==> src/design/e300_glue_pkg.sv <==
// e300 glue package
// widths, register map and field types shared by the bus-clock glue logic

package e300_glue_pkg;

  // -----------------------------------------------
  // field widths
  localparam int addr_w          = 8;
  localparam int data_w          = 32;
  localparam int fe_ctrl_w       = 9;
  localparam int tx_bandsel_w    = 3;
  localparam int rx_bandsel_a_w  = 6;
  localparam int rx_bandsel_bc_w = 4;
  localparam int pps_sel_w       = 2;
  localparam int ref_status_w    = 4;
  localparam int irq_w           = 3;

  typedef logic [addr_w-1:0]          addr_t;
  typedef logic [data_w-1:0]          data_t;
  // tx en a/b, antenna selects, then the three leds
  typedef logic [fe_ctrl_w-1:0]       fe_ctrl_t;
  typedef logic [tx_bandsel_w-1:0]    tx_bandsel_t;
  typedef logic [rx_bandsel_a_w-1:0]  rx_bandsel_a_t;
  typedef logic [rx_bandsel_bc_w-1:0] rx_bandsel_bc_t;
  typedef logic [pps_sel_w-1:0]       pps_sel_t;
  // ref locked, is_pps, is_10meg, pll locked
  typedef logic [ref_status_w-1:0]    ref_status_t;
  typedef logic [irq_w-1:0]           irq_vec_t;

  // irq bit positions
  localparam int irq_press   = 0;
  localparam int irq_release = 1;
  localparam int irq_pps     = 2;

  // -----------------------------------------------
  // register map, byte offsets
  localparam addr_t reg_chan0      = 8'h00;
  localparam addr_t reg_chan1      = 8'h04;
  localparam addr_t reg_bandsel    = 8'h08;
  localparam addr_t reg_misc       = 8'h0C;
  localparam addr_t reg_status     = 8'h10;
  localparam addr_t reg_irq_status = 8'h14;
  localparam addr_t reg_irq_mask   = 8'h18;

  // bandsel field positions
  localparam int bandsel_rx_a_lsb = 3;
  localparam int bandsel_rx_b_lsb = 9;
  localparam int bandsel_rx_c_lsb = 13;

  typedef enum logic {idle, access} apb_state_t;

endpackage

==> src/design/apb_if.sv <==
// APB bundle between the top-level pins and the register block
`timescale 1ns/100ps

interface apb_if;
  import e300_glue_pkg::*;

  addr_t paddr;
  logic  psel;
  logic  penable;
  logic  pwrite;
  data_t pwdata;
  data_t prdata;
  logic  pready;
  logic  pslverr;

  modport requester (
    output paddr, psel, penable, pwrite, pwdata,
    input  prdata, pready, pslverr
  );

  modport completer (
    input  paddr, psel, penable, pwrite, pwdata,
    output prdata, pready, pslverr
  );

endinterface

==> src/design/board_event_if.sv <==
// synchronised board events towards the register block
`timescale 1ns/100ps

interface board_event_if;
  import e300_glue_pkg::*;

  // single-cycle pulses
  logic        btn_press;
  logic        btn_release;
  logic        pps_tick;
  ref_status_t ref_status;

  modport src (output btn_press, btn_release, pps_tick, ref_status);
  modport dst (input btn_press, btn_release, pps_tick, ref_status);

endinterface

==> src/design/board_events.sv <==
// board event sensing
// on/off button edges, pps and reference status brought into bus_clk
`timescale 1ns/100ps

module board_events #(
  parameter int sync_stages = 2
) (
  input  logic                       bus_clk,
  input  logic                       bus_rst,
  input  logic                       onswitch_db,
  input  logic                       lpps,
  input  e300_glue_pkg::ref_status_t ref_status_raw,
  board_event_if.src                 ev
);
  import e300_glue_pkg::*;

  localparam int sync_w = ref_status_w + 1;

  logic [1:0]                         onswitch_hist;
  logic [sync_stages-1:0][sync_w-1:0] sync_q;
  logic                               pps_sync;
  logic                               pps_last;

  // -----------------------------------------------
  // button, active low, idles high
  always_ff @(posedge bus_clk) begin
    if (bus_rst) begin
      onswitch_hist <= 2'b11;
    end else begin
      onswitch_hist <= {onswitch_hist[0], onswitch_db};
    end
  end

  // low after two high samples, and the mirror case
  assign ev.btn_press   = !onswitch_db && onswitch_hist[0] && onswitch_hist[1];
  assign ev.btn_release = onswitch_db && !onswitch_hist[0] && !onswitch_hist[1];

  // -----------------------------------------------
  // lpps and status share one synchroniser chain
  always_ff @(posedge bus_clk) begin
    if (bus_rst) begin
      sync_q   <= '0;
      pps_last <= 1'b0;
    end else begin
      sync_q   <= {sync_q[sync_stages-2:0], {lpps, ref_status_raw}};
      pps_last <= pps_sync;
    end
  end

  assign pps_sync      = sync_q[sync_stages-1][sync_w-1];
  assign ev.pps_tick   = pps_sync && !pps_last;
  assign ev.ref_status = sync_q[sync_stages-1][ref_status_w-1:0];

  // button edges are exclusive and never repeat on the next cycle
  a_btn_exclusive: assert property (@(posedge bus_clk) disable iff (bus_rst)
    (ev.btn_press || ev.btn_release) |-> !(ev.btn_press && ev.btn_release)
      ##1 !(ev.btn_press || ev.btn_release));

endmodule

==> src/design/e300_glue_top.sv <==
// e300 bus-clock glue
// APB register block plus button, pps and reference status sensing
`timescale 1ns/100ps

module e300_glue_top #(
  parameter int sync_stages = 2
) (
  input  logic                          bus_clk,
  input  logic                          bus_rst,
  // APB completer
  input  e300_glue_pkg::addr_t          paddr,
  input  logic                          psel,
  input  logic                          penable,
  input  logic                          pwrite,
  input  e300_glue_pkg::data_t          pwdata,
  output e300_glue_pkg::data_t          prdata,
  output logic                          pready,
  output logic                          pslverr,
  // board inputs, onswitch_db is active low
  input  logic                          onswitch_db,
  input  logic                          lpps,
  input  e300_glue_pkg::ref_status_t    ref_status_raw,
  // front end and band selects
  output e300_glue_pkg::fe_ctrl_t       fe_ctrl0,
  output e300_glue_pkg::fe_ctrl_t       fe_ctrl1,
  output e300_glue_pkg::tx_bandsel_t    tx_bandsel,
  output e300_glue_pkg::rx_bandsel_a_t  rx_bandsel_a,
  output e300_glue_pkg::rx_bandsel_bc_t rx_bandsel_b,
  output e300_glue_pkg::rx_bandsel_bc_t rx_bandsel_c,
  output e300_glue_pkg::pps_sel_t       pps_select,
  output logic                          irq
);

  apb_if         u_apb ();
  board_event_if u_ev ();

  // requester side comes straight from the pins
  assign u_apb.paddr   = paddr;
  assign u_apb.psel    = psel;
  assign u_apb.penable = penable;
  assign u_apb.pwrite  = pwrite;
  assign u_apb.pwdata  = pwdata;
  assign prdata        = u_apb.prdata;
  assign pready        = u_apb.pready;
  assign pslverr       = u_apb.pslverr;

  board_events #(
    .sync_stages (sync_stages)
  ) u_events (
    .bus_clk        (bus_clk),
    .bus_rst        (bus_rst),
    .onswitch_db    (onswitch_db),
    .lpps           (lpps),
    .ref_status_raw (ref_status_raw),
    .ev             (u_ev.src)
  );

  glue_regs u_regs (
    .bus_clk      (bus_clk),
    .bus_rst      (bus_rst),
    .bus          (u_apb.completer),
    .ev           (u_ev.dst),
    .fe_ctrl0     (fe_ctrl0),
    .fe_ctrl1     (fe_ctrl1),
    .tx_bandsel   (tx_bandsel),
    .rx_bandsel_a (rx_bandsel_a),
    .rx_bandsel_b (rx_bandsel_b),
    .rx_bandsel_c (rx_bandsel_c),
    .pps_select   (pps_select),
    .irq          (irq)
  );

endmodule

==> src/design/glue_regs.sv <==
// glue register block
// APB completer holding front-end control, band selects and sticky irqs
`timescale 1ns/100ps

module glue_regs (
  input  logic                          bus_clk,
  input  logic                          bus_rst,
  apb_if.completer                      bus,
  board_event_if.dst                    ev,
  output e300_glue_pkg::fe_ctrl_t       fe_ctrl0,
  output e300_glue_pkg::fe_ctrl_t       fe_ctrl1,
  output e300_glue_pkg::tx_bandsel_t    tx_bandsel,
  output e300_glue_pkg::rx_bandsel_a_t  rx_bandsel_a,
  output e300_glue_pkg::rx_bandsel_bc_t rx_bandsel_b,
  output e300_glue_pkg::rx_bandsel_bc_t rx_bandsel_c,
  output e300_glue_pkg::pps_sel_t       pps_select,
  output logic                          irq
);
  import e300_glue_pkg::*;

  apb_state_t state;
  logic       acc_phase;
  logic       addr_hit;
  logic       wr_en;
  data_t      rd_data;
  irq_vec_t   irq_status;
  irq_vec_t   irq_mask;
  irq_vec_t   irq_events;
  irq_vec_t   irq_clr;

  // -----------------------------------------------
  // phase tracking, setup always leads into access
  always_ff @(posedge bus_clk) begin
    if (bus_rst) begin
      state <= idle;
    end else begin
      case (state)
        idle: begin
          if (bus.psel && !bus.penable) begin
            state <= access;
          end
        end
        access: begin
          state <= idle;
        end
      endcase
    end
  end

  assign acc_phase = (state == access) && bus.psel && bus.penable;
  assign wr_en     = acc_phase && bus.pwrite && addr_hit;

  // -----------------------------------------------
  // read mux and address decode
  always_comb begin
    rd_data  = '0;
    addr_hit = 1'b1;
    case (bus.paddr)
      reg_chan0:      rd_data = data_t'(fe_ctrl0);
      reg_chan1:      rd_data = data_t'(fe_ctrl1);
      reg_bandsel:    rd_data = data_t'({rx_bandsel_c, rx_bandsel_b, rx_bandsel_a, tx_bandsel});
      reg_misc:       rd_data = data_t'(pps_select);
      reg_status:     rd_data = data_t'(ev.ref_status);
      reg_irq_status: rd_data = data_t'(irq_status);
      reg_irq_mask:   rd_data = data_t'(irq_mask);
      default:        addr_hit = 1'b0;
    endcase
  end

  // no wait states
  assign bus.pready  = 1'b1;
  assign bus.prdata  = rd_data;
  assign bus.pslverr = acc_phase && !addr_hit;

  // control registers, status is read only
  always_ff @(posedge bus_clk) begin
    if (bus_rst) begin
      fe_ctrl0     <= '0;
      fe_ctrl1     <= '0;
      tx_bandsel   <= '0;
      rx_bandsel_a <= '0;
      rx_bandsel_b <= '0;
      rx_bandsel_c <= '0;
      pps_select   <= '0;
      irq_mask     <= '0;
    end else if (wr_en) begin
      case (bus.paddr)
        reg_chan0: fe_ctrl0 <= bus.pwdata[fe_ctrl_w-1:0];
        reg_chan1: fe_ctrl1 <= bus.pwdata[fe_ctrl_w-1:0];
        reg_bandsel: begin
          tx_bandsel   <= bus.pwdata[tx_bandsel_w-1:0];
          rx_bandsel_a <= bus.pwdata[bandsel_rx_a_lsb +: rx_bandsel_a_w];
          rx_bandsel_b <= bus.pwdata[bandsel_rx_b_lsb +: rx_bandsel_bc_w];
          rx_bandsel_c <= bus.pwdata[bandsel_rx_c_lsb +: rx_bandsel_bc_w];
        end
        reg_misc:     pps_select <= bus.pwdata[pps_sel_w-1:0];
        reg_irq_mask: irq_mask   <= bus.pwdata[irq_w-1:0];
        default:      ;
      endcase
    end
  end

  // -----------------------------------------------
  // sticky irq status, an event beats a clear
  always_comb begin
    irq_events              = '0;
    irq_events[irq_press]   = ev.btn_press;
    irq_events[irq_release] = ev.btn_release;
    irq_events[irq_pps]     = ev.pps_tick;
  end

  assign irq_clr = (wr_en && bus.paddr == reg_irq_status) ? bus.pwdata[irq_w-1:0] : '0;

  always_ff @(posedge bus_clk) begin
    if (bus_rst) begin
      irq_status <= '0;
    end else begin
      irq_status <= (irq_status & ~irq_clr) | irq_events;
    end
  end

  assign irq = |(irq_status & irq_mask);

  a_penable_needs_psel: assert property (@(posedge bus_clk) disable iff (bus_rst)
    bus.penable |-> bus.psel);

  // setup goes to access with the same address
  a_addr_stable: assert property (@(posedge bus_clk) disable iff (bus_rst)
    (bus.psel && !bus.penable) |=> (bus.psel && bus.penable && $stable(bus.paddr)));

endmodule

==> config.mk <==
export PLATFORM = sky130hd
export DESIGN_NAME = e300_glue_top
export DESIGN_NICKNAME = d
export VERILOG_FILES = /design/src/design/e300_glue_pkg.sv /design/src/design/apb_if.sv /design/src/design/board_event_if.sv /design/src/design/board_events.sv /design/src/design/e300_glue_top.sv /design/src/design/glue_regs.sv
export SDC_FILE = /design/constraint.sdc
export NUM_CORES = 1
export LEC_CHECK = 0
export BUFFER_PORTS_ARGS = -buffer_cell sky130_fd_sc_hd__buf_4
export CAP_MARGIN = 30
export CORE_AREA = 2 2 77 79
export CTS_BUF_LIST = sky130_fd_sc_hd__clkbuf_4 sky130_fd_sc_hd__clkbuf_8
export DETAILED_ROUTE_END_ITERATION = 10
export DIE_AREA = 0 0 79 81
export PLACE_DENSITY = 0.84
export SYNTH_ARGS = -nofsm -noshare
export SYNTH_HDL_FRONTEND = slang
export SYNTH_SLANG_ARGS = --single-unit
==> constraint.sdc <==
create_clock -name bus_clk -period 1.88 [get_ports bus_clk]
set_input_delay 0 -clock bus_clk [delete_from_list [all_inputs] [get_ports bus_clk]]
set_output_delay 0 -clock bus_clk [all_outputs]
set_load 0.005 [all_outputs]
Word-level counts from Yosys, hierarchy flattened
Index checks and enable logic that the tools add are counted.
{ "op_classes": {"n_eq_ne": 6, "n_mux": 5, "bitwise": 5, "n_reduce_logical": 26} }
{ "op_table": {"columns": ["operator", "count"], "rows": [
  ["17-bit one-hot mux with 7 select lines", 1],
  ["8-bit by 5-bit == test with 1-bit output, second input constant", 3],
  ["8-bit by 4-bit == test with 1-bit output, second input constant", 2],
  ["1-bit logical AND", 12],
  ["2-bit AND reduction", 5],
  ["8-bit by 3-bit == test with 1-bit output, second input constant", 1],
  ["8-bit logical NOT", 1],
  ["7-bit OR reduction", 1],
  ["3-bit AND", 2],
  ["1-bit logical NOT", 6],
  ["3-bit 2-to-1 mux", 1],
  ["3-bit inverter", 1],
  ["3-bit OR", 1],
  ["3-bit OR reduction", 1],
  ["1-bit 2-to-1 mux", 2],
  ["1-bit one-hot mux with 2 select lines", 1],
  ["1-bit inverter", 1]
]} }
{ "totals": {"register_bits": 57, "output_inout_bits": 72, "wordCells": 56} }

Logic depth before layout (Yosys ltp)
{ "logic_depth": {"word_depth": 9, "mapped_depth": 7, "depth_no_buf": 4} }

Hierarchy
Synthesis repeated with hierarchy kept, for this count alone.
{ "hier_totals": {"hier_cells": 289, "area_unflattened_um2": 2808.9} }
{ "by_module_without_submodules": {"columns": ["module", "instances", "cells_per_inst", "area_per_inst_um2", "seq_area_each_um2"], "rows": [
  ["glue_regs", 1, 255, 2402.3, 880.8],
  ["board_events", 1, 34, 406.6, 260.2]
]} }

Least setup slack after synthesis
Ideal clock, no wire load.
{ "synth_timing": {"path_type": "input -> register", "from": "input port paddr[7]", "to": "register u_regs.rx_bandsel_b[0]", "setup_time_ns": 0.132, "arrival_ns": 1.541, "setup_slack_ns": 0.207, "path_stages": 7, "path_buffers": 3, "path_cell_list": "or4_4 buf_6 or4_1 buf_2 buf_6 nand2_1 a21oi_1"} }
{ "synth_via": {"elab_chain_len": 5, "word_cells_on_any_way": 11, "classes_between": "6 x eq/ne; 1 x mux; 4 x reduce/logical"} }
{ "synth_rtl": {"columns": ["element", "line_no", "source"], "rows": [
  ["from (decl)", "e300_glue_top.sv:11", "input e300_glue_pkg::addr_t paddr,"],
  ["8-bit by 5-bit == test with 1-bit output (tied with other cells)", "glue_regs.sv:58", "case (bus.paddr)"],
  ["7-bit OR reduction (no line)", null, null],
  ["1-bit 2-to-1 mux", "glue_regs.sv:58", null],
  ["1-bit logical AND", "glue_regs.sv:51", "assign wr_en = acc_phase && bus.pwrite && addr_hit;"],
  ["2-bit AND reduction (no line) *", null, null],
  ["to (signal assigned)", "glue_regs.sv:93", "rx_bandsel_b <= bus.pwdata[bandsel_rx_b_lsb +: rx_bandsel_bc_w];"],
  ["to (decl)", "glue_regs.sv:14", "output e300_glue_pkg::rx_bandsel_bc_t rx_bandsel_b,"]
]} }
Every way passes the cells marked *; elsewhere a longest branch is shown, timed or not.
A chain may end at the register's enable or synchronous reset.

Worst setup path after layout
{ "layout_timing": {"from": "register u_regs.irq_mask[2]", "to": "output port prdata[2]"} }
{ "layout_via": {"elab_chain_len": 1} }
{ "layout_rtl": {"columns": ["element", "line_no", "source"], "rows": [
  ["from (decl)", "glue_regs.sv:27", "irq_vec_t irq_mask;"],
  ["from (signal assigned)", "glue_regs.sv:97", "reg_irq_mask: irq_mask <= bus.pwdata[irq_w-1:0];"],
  ["17-bit one-hot mux with 7 select lines", "glue_regs.sv:58", null],
  ["to (decl)", "e300_glue_top.sv:16", "output e300_glue_pkg::data_t prdata,"]
]} }
Every way passes these cells.

==> reports/metrics.csv <==
metric,value,unit
outcome,finished clean,
Setup Skew,0.005417,ns
post-synthesis xor/xnor area fraction,0,%
Hold Path Depth,2,
Synth area leaders,"dfxtp_1, mux2i_1, nand2_1",
hold endpoint,u_events.pps_last,
largest net degree at the start of global routing,56,
met2 routed WL,3553,µm
RR Endpoint,u_regs.fe_ctrl0[6],
CTS tree,done,
Hold Crit Start,bus_rst,
Synth Area in Compound Gates,10.20,%
FF-to-FF path depth,6,
cell family with most CP delay,compound AO/OA/AOI/OAI gates,
Psw,544.4,µW
cells along the critical path,mux2_2 > a221oi_1 > nor3_1 > a221o_1 > buf_4,
CP max stage cell,a221oi_1,
hold_buf cts,25,
Synth Area in Adders,0,%
final hold viol count,0,
Max stage delay on crit path,0.34,ns
RR Startpoint,u_regs.state,
highest routed layer,met4,
die area,0.006399,mm²
PwrDens,727.3,mW/mm²
Gate power share,7.4,%
insertion delay to the later sink of the worst-skew pair,0.32,ns
"Cell Area, Synth",0.002526,mm²
total chip power,2679,µW
post-synth top area share,45.17,%
CP endpoint kind,output port,
first-pass GRT wire length,10680,µm
Vias,2390,
VDD IR-drop max,0.6599,mV
core area,0.005675,mm²
M1 WL,2799,µm
Sw Share,20.32,%
worst-case clock buffer depth,2,
ANT nets after route,0,
crit start category,flip-flop,
fmax,0.5591,GHz
Layout area overhead,45.81,%
synth warn,0,
Total Wirelength,6892,µm
library cells used by synthesis,41,
postcts setup bufs,0,
H-Tree Level Count,3,
clock buffer count from CTS,9,
sequential-to-total area share from yosys stat,45.17,%
Leakage,0.001676,µW
cells after synthesis,281,
min-delay worst type,in -> reg,
CP startpoint,u_regs.irq_mask[2],
Post-Syn Area per Cell,8.990,µm²
CP max FO,3,
Post-synth ARST share,0,%
layout net count,449,
RSZ-0062 raised after global routing,no,
placer congestion estimate,0.8415,
Crit Path Class,reg -> out,
largest area contributor in the netlist,dfxtp_1,
die width,79,µm
Die H,81,µm
synthesized flop and latch total,57,
Worst-Margin Slew,0.5407,ns
TNS Setup,0,ns
setup slack on the worst flop-to-flop path,0.20,ns
Buf/Inv on CP,1,
vias per cell,5.010,
largest family of logic cells by synthesized area,simple AND/OR/NAND/NOR gates,
first-pass detailed-route iteration total,4,
I/O pins,123,
CTS resizes,0,
sequential fraction of design power,46.0,%
Final setup viols,0,
Max-Cap Viols,0,
vias in the first global route,2235,
Row Count,28,
Tmin final,1.789,ns
Required @ worst endpoint,1.88,ns
Post-Synth Simple-Gate Area,23.72,%
Internal,2135,µW
Clock Sinks,57,
Starting DRT DRC Count,95,
drt drc,0,
power share of the clock group,46.6,%
worst slew margin relative to its limit,63.95,%
"Slew Viols, Final",0,
Post-synth EDFFs,0,
Clk Tree Root Cell,clkbuf_8,
WL/cell,14.45,µm
Initial Util,44.51,%
ys flop type,dfxtp_1,
# diodes,0,
Critical Path AT,1.79,ns
I/O Buffers,91,
routed wl met3,472,µm
final worst-path cycle share,95.13,%
grt ovf,0,
initial antenna violation count,0,
fraction of layout cells with a size suffix above 1,31.84,%
hpwl dp,4426,µm
mux contribution to synthesized area,11.69,%
Worst-path clk slew,0.06,ns
Overall Global Routing Usage,22.22,%
Yosys cell counts, types with 2 or more instances:
| cell type | n |
|---|---|
| a31o_2 | 2 |
| nor2_1 | 27 |
| or2_2 | 2 |
| mux2_2 | 2 |
| a221o_1 | 3 |
| or3_1 | 3 |
| conb_1 | 2 |
| buf_4 | 16 |
| buf_6 | 3 |
| a22oi_1 | 5 |
| a21oi_1 | 19 |
| dfxtp_1 | 57 |
| inv_1 | 5 |
| or4_4 | 2 |
| nor4_1 | 3 |
| a221oi_1 | 2 |
| nor2b_1 | 13 |
| clkbuf_1 | 9 |
| or4_1 | 2 |
| and2_1 | 8 |
| a222oi_1 | 2 |
| nand2_1 | 47 |
| mux2i_1 | 25 |
| buf_2 | 3 |
| nor3_1 | 3 |
state kept, by name, summed over array words and instances (netlist names):
name / flops
u_regs.pps_select: 2
u_events.onswitch_hist: 2
u_events.pps_last: 1
u_events.ev.ref_status: 4
u_regs.state: 1
u_regs.tx_bandsel: 3
u_regs.rx_bandsel_c: 4
u_events.sync_q: 5
u_regs.fe_ctrl1: 9
u_regs.rx_bandsel_b: 4
u_events.pps_sync: 1
u_regs.irq_mask: 3
u_regs.rx_bandsel_a: 6
u_regs.irq_status: 3
u_regs.fe_ctrl0: 9
per-stage QoR:
stage	setup WS (ns)	utilization, %	area (µm²)	hold slack (ns)	instances
2_1_floorplan	0.2070	-	2579	0.07933	295
3_3_place_gp	0.1250	56.66	3216	0.1851	437
3_5_place_dp	0.1047	56.66	3216	0.1955	437
4_1_cts	0.1386	64.90	3684	0.1302	477
5_1_grt	0.06901	64.90	3684	0.1545	477
6_report	0.09147	64.90	3684	0.1496	477
power by group through the flow:
| stage | sequential [µW] | combinational (µW) | clock, µW |
|---|---|---|---|
| global placement | 1260 | 150 | 0 |
| CTS | 1230 | 195 | 1280 |
| finish | 1230 | 198 | 1250 |
| floorplan | 1260 | 96.1 | 0 |
| global route | 1230 | 215 | 1360 |
| detailed placement | 1260 | 153 | 0 |
worst register-to-register path: stages (launching register included):
cell	delay, ns
dfxtp_1	0.36
nand4_1	0.26
buf_4	0.26
nor4_2	0.13
buf_4	0.26
mux2i_1	0.22
nor2_1	0.05
cell type report:
class,count,area [µm²]
multi-input combinational,201,1219
sequential,57,1141
timing repair buffer,124,993.5
clock buffer,12,152.6
clock inverter,3,65.06
inverter,5,18.77
fill,489,1992
tap,75,93.84
how the worst max path moves through the flow:
| stage | cells after the start | endpoint |
|---|---|---|
| 3_5_place_dp | 5 | u_regs.fe_ctrl1[6] |
| 3_3_place_gp | 5 | u_regs.fe_ctrl1[8] |
| 4_1_cts | 5 | prdata[2] |
| 5_1_grt | 5 | prdata[2] |
| 6_report | 5 | prdata[2] |
| 2_1_floorplan | 7 | u_regs.rx_bandsel_b[0] |
cells by family (layout without fill, tap and decap cells):
| logic type | after synthesis | after routing |
|---|---|---|
| AND/OR/NAND/NOR | 119 | 119 |
| flip-flops | 57 | 57 |
| AO/OA/AOI/OAI | 38 | 38 |
| buffers and inverters | 37 | 144 |
| multiplexers | 28 | 28 |
| other | 2 | 16 |
placed cells by master, fill, tap and decap left out, types with 3 or more instances in the layout:
cell / n
clkbuf_8: 10
dfxtp_1: 57
mux2i_1: 25
or3_1: 3
conb_1: 16
and2_1: 8
a21oi_1: 19
inv_1: 5
nor3_1: 3
buf_4: 99
a22oi_1: 5
dlygate4sd3_1: 25
a221o_1: 3
nor2_1: 27
nand2_1: 47
nor2b_1: 13
routing by layer:
layer	vias up	track usage, %
li1	1160	-
met1	1120	26.24
met2	104	36.86
met3	6	7.444
met4	0	10.00
met5	-	0
No activity file was read; power rests on OpenSTA's default activity.
